## config.mk

```make
export PLATFORM = sky130hd
export DESIGN_NAME = packetScheduler
export DESIGN_NICKNAME = d
export VERILOG_FILES = /design/src/verilog/schedPkg.sv /design/src/verilog/bitEntry.sv /design/src/verilog/packetQueue.sv /design/src/verilog/packetScheduler.sv /design/src/verilog/queueArbiter.sv /design/src/verilog/readTally.sv
export SDC_FILE = /design/constraint.sdc
export NUM_CORES = 1
export LEC_CHECK = 0
export BUFFER_PORTS_ARGS = -buffer_cell sky130_fd_sc_hd__buf_2
export CAP_MARGIN = 10
export CORE_ASPECT_RATIO = 1.5
export CORE_MARGIN = 2
export CORE_UTILIZATION = 50
export DETAILED_ROUTE_END_ITERATION = 12
export GPL_TIMING_DRIVEN = 0
export PLACE_DENSITY_LB_ADDON = 0.2
export SYNTH_ARGS = -nofsm -noshare
export SYNTH_HDL_FRONTEND = slang
export SYNTH_SLANG_ARGS = --single-unit
```

## constraint.sdc

```tcl
create_clock -name CLOCK_50 -period 8.37 [get_ports CLOCK_50]
set_input_delay 1.2555 -clock CLOCK_50 [delete_from_list [all_inputs] [get_ports CLOCK_50]]
set_output_delay 1.2555 -clock CLOCK_50 [all_outputs]
set_load 0.05 [all_outputs]
```

## src/verilog/schedPkg.sv

```systemverilog
package schedPkg;

	// four queues, one per value of the two-bit queue id
	localparam int NUM_QUEUES = 4;

	// queue index taken from the first two keyed bits
	typedef logic [1:0] qid_t;

	// payload taken from the last two keyed bits
	typedef logic [1:0] payload_t;

	// fill level of one queue, wide enough for a depth of six
	typedef logic [2:0] count_t;

	// scheduling score, max is 6 * 4 + 1
	typedef logic [4:0] score_t;

	// four bcd digits, thousands digit in the top nibble
	typedef logic [15:0] bcd_t;

	// one keyed packet as pushed, shown and read out
	typedef struct packed {
		logic valid;
		qid_t queueId;
		payload_t payload;
	} packet_t;

	// latency weight per queue, queue 0 in the low slot
	localparam logic [NUM_QUEUES-1:0][2:0] LATENCY_W = {
		3'd1,
		3'd2,
		3'd3,
		3'd4
	};

	// reliability weight per queue, queue 0 in the low slot
	localparam logic [NUM_QUEUES-1:0][2:0] RELIABILITY_W = {
		3'd4,
		3'd3,
		3'd2,
		3'd1
	};

	// fill levels up to here use the latency-weighted score
	localparam int DIRECT_LIMIT = 3;

endpackage
```

## src/verilog/bitEntry.sv

```systemverilog
`timescale 1ns/100ps

module bitEntry (
	input logic CLOCK_50,
	input logic rst_i,
	input logic btnStart_i,
	input logic btn0_i,
	input logic btn1_i,
	output schedPkg::packet_t pushPacket_o,
	output schedPkg::packet_t lastEntry_o
);

	typedef enum logic [1:0] {
		ENTRY_IDLE,
		ENTRY_COLLECT,
		ENTRY_DONE
	} entryState_t;

	entryState_t state;

	// first three keyed bits, oldest in the top bit
	logic [2:0] shiftReg;
	// number of bits already keyed in this packet
	logic [1:0] bitCount;

	// button levels from the previous edge
	logic btn0Prev;
	logic btn1Prev;

	logic bothReleased;
	logic press0;
	logic press1;
	logic keyPress;
	logic keyedBit;

	schedPkg::packet_t newPacket;

	// buttons are active low
	// a press needs both bit buttons up on the previous edge
	assign bothReleased = btn0Prev && btn1Prev;
	assign press0 = bothReleased && !btn0_i && btn1_i;
	assign press1 = bothReleased && btn0_i && !btn1_i;
	// both going low together is not a press
	assign keyPress = press0 || press1;
	// btn0 keys a one, btn1 keys a zero
	assign keyedBit = press0;

	// packet as it looks once the fourth bit arrives
	always_comb begin
		newPacket.valid = 1'b1;
		newPacket.queueId = shiftReg[2:1];
		newPacket.payload = {shiftReg[0], keyedBit};
	end

	always_ff @(posedge CLOCK_50) begin
		if (rst_i) begin
			state <= ENTRY_IDLE;
			shiftReg <= '0;
			bitCount <= '0;
			btn0Prev <= 1'b1;
			btn1Prev <= 1'b1;
			pushPacket_o <= '0;
			lastEntry_o <= '0;
		end else begin
			btn0Prev <= btn0_i;
			btn1Prev <= btn1_i;
			// push strobe lasts a single cycle
			pushPacket_o.valid <= 1'b0;

			case (state)
				ENTRY_IDLE: begin
					// wait for start, bits keyed before it are dropped
					if (!btnStart_i) begin
						shiftReg <= '0;
						bitCount <= '0;
						state <= ENTRY_COLLECT;
					end
				end
				ENTRY_COLLECT: begin
					if (keyPress) begin
						// msb first
						shiftReg <= {shiftReg[1:0], keyedBit};
						bitCount <= bitCount + 2'd1;
						if (bitCount == 2'd3) begin
							pushPacket_o <= newPacket;
							lastEntry_o <= newPacket;
							state <= ENTRY_DONE;
						end
					end
				end
				ENTRY_DONE: begin
					// strobe is out this cycle, back to waiting for start
					state <= ENTRY_IDLE;
				end
				default: begin
					state <= ENTRY_IDLE;
				end
			endcase
		end
	end

endmodule

```

## src/verilog/packetQueue.sv

```systemverilog
`timescale 1ns/100ps

module packetQueue #(
	parameter int QUEUE_DEPTH = 6
) (
	input logic CLOCK_50,
	input logic rst_i,
	input logic push_i,
	input schedPkg::payload_t pushPayload_i,
	input logic pop_i,
	output schedPkg::count_t count_o,
	output schedPkg::payload_t head_o
);

	localparam int PTR_W = (QUEUE_DEPTH > 1) ? $clog2(QUEUE_DEPTH) : 1;

	// entry storage
	schedPkg::payload_t mem [QUEUE_DEPTH];

	logic [PTR_W-1:0] wrPtr;
	logic [PTR_W-1:0] rdPtr;
	schedPkg::count_t fillCount;

	logic isFull;
	logic isEmpty;
	logic doPush;
	logic doPop;

	assign isFull = (fillCount == schedPkg::count_t'(QUEUE_DEPTH));
	assign isEmpty = (fillCount == '0);

	// push into a full queue is lost
	assign doPush = push_i && !isFull;
	// pop of an empty queue is a no-op
	assign doPop = pop_i && !isEmpty;

	// oldest entry, only meaningful when count is nonzero
	assign head_o = mem[rdPtr];
	assign count_o = fillCount;

	// storage write
	always_ff @(posedge CLOCK_50) begin
		if (doPush) begin
			mem[wrPtr] <= pushPayload_i;
		end
	end

	// pointers and fill level
	always_ff @(posedge CLOCK_50) begin
		if (rst_i) begin
			wrPtr <= '0;
			rdPtr <= '0;
			fillCount <= '0;
		end else begin
			if (doPush) begin
				// wrap at the last slot
				if (wrPtr == PTR_W'(QUEUE_DEPTH - 1)) begin
					wrPtr <= '0;
				end else begin
					wrPtr <= wrPtr + 1'b1;
				end
			end
			if (doPop) begin
				if (rdPtr == PTR_W'(QUEUE_DEPTH - 1)) begin
					rdPtr <= '0;
				end else begin
					rdPtr <= rdPtr + 1'b1;
				end
			end
			// push and pop together leave the count alone
			if (doPush && !doPop) begin
				fillCount <= fillCount + 1'b1;
			end else if (doPop && !doPush) begin
				fillCount <= fillCount - 1'b1;
			end
		end
	end

endmodule

```

## src/verilog/packetScheduler.sv

```systemverilog
`timescale 1ns/100ps

module packetScheduler #(
	parameter int QUEUE_DEPTH = 6,
	parameter int READ_PERIOD = 60
) (
	input logic CLOCK_50,
	input logic rst_i,
	input logic btnStart_i,
	input logic btn0_i,
	input logic btn1_i,
	input logic readEn_i,
	output schedPkg::packet_t lastEntry_o,
	output schedPkg::packet_t readOut_o,
	output schedPkg::bcd_t readCount1Bcd_o
);

	// keyed packet, valid for one cycle
	schedPkg::packet_t pushPacket;

	// per queue status into the arbiter
	schedPkg::count_t [schedPkg::NUM_QUEUES-1:0] queueCounts;
	schedPkg::payload_t [schedPkg::NUM_QUEUES-1:0] queueHeads;

	// per queue pop strobes from the arbiter
	logic [schedPkg::NUM_QUEUES-1:0] queuePop;
	// a read came from queue 0
	logic q0Read;

	// button entry
	bitEntry entry (
		.CLOCK_50(CLOCK_50),
		.rst_i(rst_i),
		.btnStart_i(btnStart_i),
		.btn0_i(btn0_i),
		.btn1_i(btn1_i),
		.pushPacket_o(pushPacket),
		.lastEntry_o(lastEntry_o)
	);

	// queue index comes from the loop position
	generate
		for (genvar q = 0; q < schedPkg::NUM_QUEUES; q++) begin : gQueue
			packetQueue #(
				.QUEUE_DEPTH(QUEUE_DEPTH)
			) queue (
				.CLOCK_50(CLOCK_50),
				.rst_i(rst_i),
				.push_i(pushPacket.valid && (pushPacket.queueId == schedPkg::qid_t'(q))),
				.pushPayload_i(pushPacket.payload),
				.pop_i(queuePop[q]),
				.count_o(queueCounts[q]),
				.head_o(queueHeads[q])
			);
		end
	endgenerate

	// read tick and queue choice
	queueArbiter #(
		.READ_PERIOD(READ_PERIOD)
	) arbiter (
		.CLOCK_50(CLOCK_50),
		.rst_i(rst_i),
		.readEn_i(readEn_i),
		.counts_i(queueCounts),
		.heads_i(queueHeads),
		.pop_o(queuePop),
		.q0Read_o(q0Read),
		.readOut_o(readOut_o)
	);

	// decimal count of queue 0 reads
	readTally tally (
		.CLOCK_50(CLOCK_50),
		.rst_i(rst_i),
		.inc_i(q0Read),
		.value_o(readCount1Bcd_o)
	);

endmodule

```

## src/verilog/queueArbiter.sv

```systemverilog
`timescale 1ns/100ps

module queueArbiter #(
	parameter int READ_PERIOD = 60
) (
	input logic CLOCK_50,
	input logic rst_i,
	input logic readEn_i,
	input schedPkg::count_t [schedPkg::NUM_QUEUES-1:0] counts_i,
	input schedPkg::payload_t [schedPkg::NUM_QUEUES-1:0] heads_i,
	output logic [schedPkg::NUM_QUEUES-1:0] pop_o,
	output logic q0Read_o,
	output schedPkg::packet_t readOut_o
);

	localparam int CNT_W = $clog2(READ_PERIOD + 1);

	// tie break order 0, 3, 1, 2, first slot is checked first
	localparam schedPkg::qid_t [schedPkg::NUM_QUEUES-1:0] TIE_ORDER = {
		2'd2,
		2'd1,
		2'd3,
		2'd0
	};

	logic [CNT_W-1:0] tickCount;
	logic tick;

	schedPkg::score_t scores [schedPkg::NUM_QUEUES];

	logic bestFound;
	schedPkg::qid_t bestId;
	schedPkg::score_t bestScore;
	schedPkg::qid_t candId;

	// score of one queue from its fill level and weights
	function automatic schedPkg::score_t queueScore(
		input schedPkg::count_t fill,
		input logic [2:0] latency,
		input logic [2:0] reliability
	);
		if (fill == '0) begin
			// empty queue, never chosen
			return '0;
		end else if (fill <= schedPkg::count_t'(schedPkg::DIRECT_LIMIT)) begin
			// short queue favours low latency
			return schedPkg::score_t'(fill) * schedPkg::score_t'(latency)
				+ schedPkg::score_t'(reliability);
		end else begin
			// long queue favours reliability
			return schedPkg::score_t'(fill) * schedPkg::score_t'(reliability)
				+ schedPkg::score_t'(latency);
		end
	endfunction

	// tick on the READ_PERIOD-th edge with readEn high
	assign tick = readEn_i && (tickCount == CNT_W'(READ_PERIOD - 1));

	always_ff @(posedge CLOCK_50) begin
		if (rst_i || !readEn_i) begin
			tickCount <= '0;
		end else if (tick) begin
			tickCount <= '0;
		end else begin
			tickCount <= tickCount + 1'b1;
		end
	end

	// scores from the current fill levels
	always_comb begin
		for (int q = 0; q < schedPkg::NUM_QUEUES; q++) begin
			scores[q] = queueScore(counts_i[q], schedPkg::LATENCY_W[q],
				schedPkg::RELIABILITY_W[q]);
		end
	end

	// highest score wins, strict compare keeps the earlier queue on a tie
	always_comb begin
		bestFound = 1'b0;
		bestId = '0;
		bestScore = '0;
		candId = '0;
		for (int k = 0; k < schedPkg::NUM_QUEUES; k++) begin
			candId = TIE_ORDER[k];
			if (counts_i[candId] != '0) begin
				if (!bestFound || scores[candId] > bestScore) begin
					bestFound = 1'b1;
					bestId = candId;
					bestScore = scores[candId];
				end
			end
		end
	end

	always_ff @(posedge CLOCK_50) begin
		if (rst_i) begin
			pop_o <= '0;
			q0Read_o <= 1'b0;
			readOut_o <= '0;
		end else begin
			// strobes are one cycle wide
			pop_o <= '0;
			q0Read_o <= 1'b0;
			if (tick) begin
				if (bestFound) begin
					readOut_o.valid <= 1'b1;
					readOut_o.queueId <= bestId;
					readOut_o.payload <= heads_i[bestId];
					// queue pops on the next edge
					pop_o[bestId] <= 1'b1;
					q0Read_o <= (bestId == 2'd0);
				end else begin
					// nothing queued, show an empty read
					readOut_o <= '0;
				end
			end
		end
	end

endmodule

```

## src/verilog/readTally.sv

```systemverilog
`timescale 1ns/100ps

module readTally (
	input logic CLOCK_50,
	input logic rst_i,
	input logic inc_i,
	output schedPkg::bcd_t value_o
);

	localparam int DIGITS = 4;

	schedPkg::bcd_t tally;

	// increment request reaching each digit, units digit first
	logic [DIGITS-1:0] carryIn;
	logic ripple;

	// carry moves up past every digit sitting at nine
	always_comb begin
		ripple = inc_i;
		for (int d = 0; d < DIGITS; d++) begin
			carryIn[d] = ripple;
			ripple = ripple && (tally[d*4 +: 4] == 4'd9);
		end
	end

	always_ff @(posedge CLOCK_50) begin
		if (rst_i) begin
			tally <= '0;
		end else begin
			for (int d = 0; d < DIGITS; d++) begin
				if (carryIn[d]) begin
					// nine rolls to zero, 9999 wraps to 0000
					if (tally[d*4 +: 4] == 4'd9) begin
						tally[d*4 +: 4] <= 4'd0;
					end else begin
						tally[d*4 +: 4] <= tally[d*4 +: 4] + 4'd1;
					end
				end
			end
		end
	end

	assign value_o = tally;

endmodule

```

==> results.sh <==
export IMPL_status="completed"
export IMPL_cts_buffers=17
export IMPL_synth_edf_count=48
export IMPL_async_flop_share=0
export IMPL_drt_initial_drc_count=124
export IMPL_stdcell_count=872
export IMPL_p_leak_uw=0.002960
export IMPL_io_pins=32
export IMPL_cts_tree="yes"
export IMPL_critical_path_class="flop to flop"
export IMPL_crit_start="gQueue[3].queue.count_o[1]$_SDFFE_PP0P_"
export IMPL_worst_setup_path_end_kind="flop"
export IMPL_io_buffers=30
export IMPL_hold_slack_ns=0.4376
export IMPL_tightest_slew_ns=0.8933
export IMPL_hp_class="flop to flop"
export IMPL_fill_cells=1126
export IMPL_overflow=0
export IMPL_final_antenna_net_count=0
export IMPL_start_kind="flop"
export IMPL_grt_util_met2=0.3670
export IMPL_ys_top_cells_by_area="dfxtp_1, edfxtp_1, ha_1"
export IMPL_clkTransAtPathRegs_ns=0.06
export IMPL_syn_to_final_growth_pct=14.45
export IMPL_htreeDepth=4
export IMPL_max_slew_margin=0.4037
export IMPL_fin_crit_ns=6.082
export IMPL_cts_resized=0
export IMPL_reg2reg_to="arbiter.pop_o[0]$_SDFF_PP0_"
export IMPL_dieArea_um2=14170
export IMPL_core_um2=12950
export IMPL_antenna_found_initial=0
export IMPL_cp_data_arrival_time_ns=6.43
export IMPL_ys_types=54
export IMPL_die_height_um=144.8
export IMPL_grt_max_degree=27
export IMPL_cellPowerDensity_nw_per_um2=197.3
export IMPL_synthCells=651
export IMPL_use_met3=0.03987
export IMPL_grt_pass1_wl_mm=21.21
export IMPL_fin_skew_ns=0.008059
export IMPL_yosysTopAreaCellShare=0.2848
export IMPL_grt_most_used_layer="met2"
export IMPL_route_detailed_drc=0
export IMPL_synth_seq_cells=142
export IMPL_reg2reg_from="gQueue[3].queue.count_o[1]$_SDFFE_PP0P_"
export IMPL_crit_path_max_fanout=10
export IMPL_grt_pass1_vias=4691
export IMPL_drv_slew=0
export IMPL_cts_root_buffer="clkbuf_16"
export IMPL_rsz0062_at_grt="false"
export IMPL_max_freq_mhz=164.4
export IMPL_rrSetupSlack_ns=2.29
export IMPL_synthFlopType="dfxtp_1"
export IMPL_synth_area_leader_cell="dfxtp_1"
export IMPL_dp_cells=840
export IMPL_worstRegToRegCells=24
export IMPL_seq_area_frac_synth=0.5030
export IMPL_drt_wirelength_per_cell_um=15.03
export IMPL_hp_start="arbiter.readOut_o[4]$_SDFFE_PP0P_"
export IMPL_nets=750
export IMPL_syn_nets=701
export IMPL_synth_warnings=0
export IMPL_syn_area_um2=6606
export IMPL_maxCapViolCount=0
export IMPL_insertion_delay_ns=0.42
export IMPL_start_util=0.5100
export IMPL_gp_congestion=0.8373
export IMPL_num_vias=4762
export IMPL_postCtsSetupBuffers=0
export IMPL_drive_above_1_share=0.1318
export IMPL_cp_endpoint="arbiter.pop_o[0]$_SDFF_PP0_"
export IMPL_vias_per_cell=5.461
export IMPL_place_hpwl_mm=9.595
export IMPL_syn_avg_cell_area_um2=10.15
export IMPL_setup_tns_final_ns=0
export IMPL_grtUsageTotal=0.1900
export IMPL_required_ns=8.72
export IMPL_hold_violations=0
export IMPL_totalWireLength_mm=13.10
export IMPL_finalCritPeriodShare=0.7266
export IMPL_fp_row_count=51
export IMPL_clock_path_buffers=2
export IMPL_drt_pre_antenna_iters=4
export IMPL_met1_usage=0.1931
export IMPL_dieWidth_um=97.86
export IMPL_postCtsHoldBufs=0
export IMPL_antenna_cells=0
export IMPL_setup_viol=0
export IMPL_ir_worst_vdd_v=0.0001428
export IMPL_cts_sinks=142
[stage by stage]
| step | area (µm²) | utilization | total power (µW) | worst slack, ns |
|---|---|---|---|---|
| 2_1_floorplan | 6606 | - | 737.8 | 3.526 |
| 3_3_place_gp | 6955 | 0.5369 | 744.8 | 2.499 |
| 3_5_place_dp | 6955 | 0.5369 | 745.7 | 2.342 |
| 4_1_cts | 7561 | 0.5837 | 1506 | 2.281 |
| 5_1_grt | 7561 | 0.5837 | 1532 | 1.616 |
| 6_report | 7561 | 0.5837 | 1492 | 2.288 |
[power breakdown]
group          switching [µW]  internal (µW)  leakage (µW)
sequential               1.23            709       0.00113
clock                     313            449      0.000285
combinational            13.6           5.77       0.00155
[cell type report]
class / instances / area [µm²] / share of cell area
Clock inverter: 15 / 180.2 / 0.02383
Inverter: 28 / 105.1 / 0.01390
Multi-Input combinational cell: 461 / 3068 / 0.4058
Timing Repair Buffer: 30 / 150.1 / 0.01986
Sequential cell: 142 / 3323 / 0.4395
Clock buffer: 17 / 425.4 / 0.05626
Buffer: 20 / 110.1 / 0.01456
Tap cell: 159 / 198.9 / 0.02631
[logic make-up (layout without fill, tap and decap cells)]
logic type,Yosys count,after routing,synth area share
simple gates,245,245,0.1816
flops,142,142,0.5030
compound gates,113,113,0.09886
buf+inv,48,110,0.03257
fa+ha+maj,44,44,0.08788
mux,31,31,0.05966
xor+xnor,27,27,0.03579
other cells,1,1,0.0005676
[worst min-delay path by stage]
stage | endpoint | depth (start not counted) | slack [ns]
after global placement | arbiter.readOut_o[4]$_SDFFE_PP0P_ | 2 | 0.43
after detailed placement | arbiter.readOut_o[4]$_SDFFE_PP0P_ | 2 | 0.43
final | arbiter.readOut_o[4]$_SDFFE_PP0P_ | 2 | 0.44
after global routing | arbiter.readOut_o[4]$_SDFFE_PP0P_ | 2 | 0.46
after floorplan | arbiter.tickCount[0]$_SDFF_PP0_ | 1 | 0.42
after CTS | arbiter.readOut_o[4]$_SDFFE_PP0P_ | 2 | 0.44
[sequential cells by signal (all words and copies together) (netlist names), named ones only]
| signal | cells |
|---|---|
| entry.btn0Prev | 1 |
| arbiter.readOut_o | 5 |
| gQueue.queue.rdPtr | 12 |
| entry.btn1Prev | 1 |
| gQueue.queue.count_o | 12 |
| gQueue.queue.mem | 48 |
| entry.shiftReg | 3 |
| arbiter.pop_o | 4 |
| gQueue.queue.wrPtr | 12 |
| entry.pushPacket_o | 5 |
| entry.bitCount | 2 |
| tally.value_o | 16 |
| entry.state | 2 |
| arbiter.tickCount | 6 |
| entry.lastEntry_o | 1 |
[cell usage after synthesis (all sizes together) (4+ instances only)]
| master | count |
|---|---|
| a211oi | 5 |
| a21o | 4 |
| a21oi | 58 |
| a32oi | 4 |
| and3 | 9 |
| buf | 7 |
| clkbuf | 13 |
| dfxtp | 94 |
| edfxtp | 48 |
| fa | 4 |
| ha | 40 |
| inv | 28 |
| mux2 | 7 |
| mux2i | 18 |
| mux4 | 6 |
| nand2 | 49 |
| nand2b | 12 |
| nand3 | 17 |
| nor2 | 93 |
| nor2b | 14 |
| nor3 | 18 |
| nor3b | 7 |
| nor4 | 5 |
| o21ai | 25 |
| or2 | 5 |
| or3 | 6 |
| xnor2 | 10 |
| xor2 | 17 |
[layout by cell type (no fill, tap or decap), types with 9 or more instances in the layout]
master / synthesis / layout
a21oi_1: 58 / 58
and3_1: 9 / 9
buf_2: 1 / 31
clkbuf_1: 12 / 12
clkbuf_16: 0 / 17
dfxtp_1: 94 / 94
edfxtp_1: 48 / 48
ha_1: 40 / 40
inv_1: 28 / 28
mux2i_1: 18 / 18
nand2_1: 47 / 47
nand2b_1: 12 / 12
nand3_1: 17 / 17
nor2_1: 93 / 93
nor2b_1: 14 / 14
nor3_1: 18 / 18
o21ai_0: 23 / 23
xnor2_1: 10 / 10
xor2_1: 17 / 17
[worst max-delay path, cell delays in order (launching register included)]
cell      delay (ns)
dfxtp_1         0.36
inv_1           0.18
nor2_1          0.09
or2_2           0.29
ha_1            0.32
o211ai_1        0.16
a21oi_1         0.08
o21ai_1         0.40
a21oi_1         0.17
o22ai_1         0.26
inv_1           0.08
ha_1            0.29
a21o_1          0.18
a21oi_1         0.14
a32oi_1         0.10
o21ai_0         0.39
clkbuf_1        0.45
mux2_2          0.40
ha_1            0.29
nor2b_1         0.13
o21ai_0         0.14
a32oi_1         0.10
o21ai_0         0.58
nand3_1         0.27
nor2_1          0.17
[layer usage]
metal,vias to the layer above,part of all wire
met4,0,0.029
met2,71,0.54
met1,2265,0.40
met5,-,0
li1,2393,-
met3,33,0.028
Note: power is estimated with default switching activity, not from simulation.
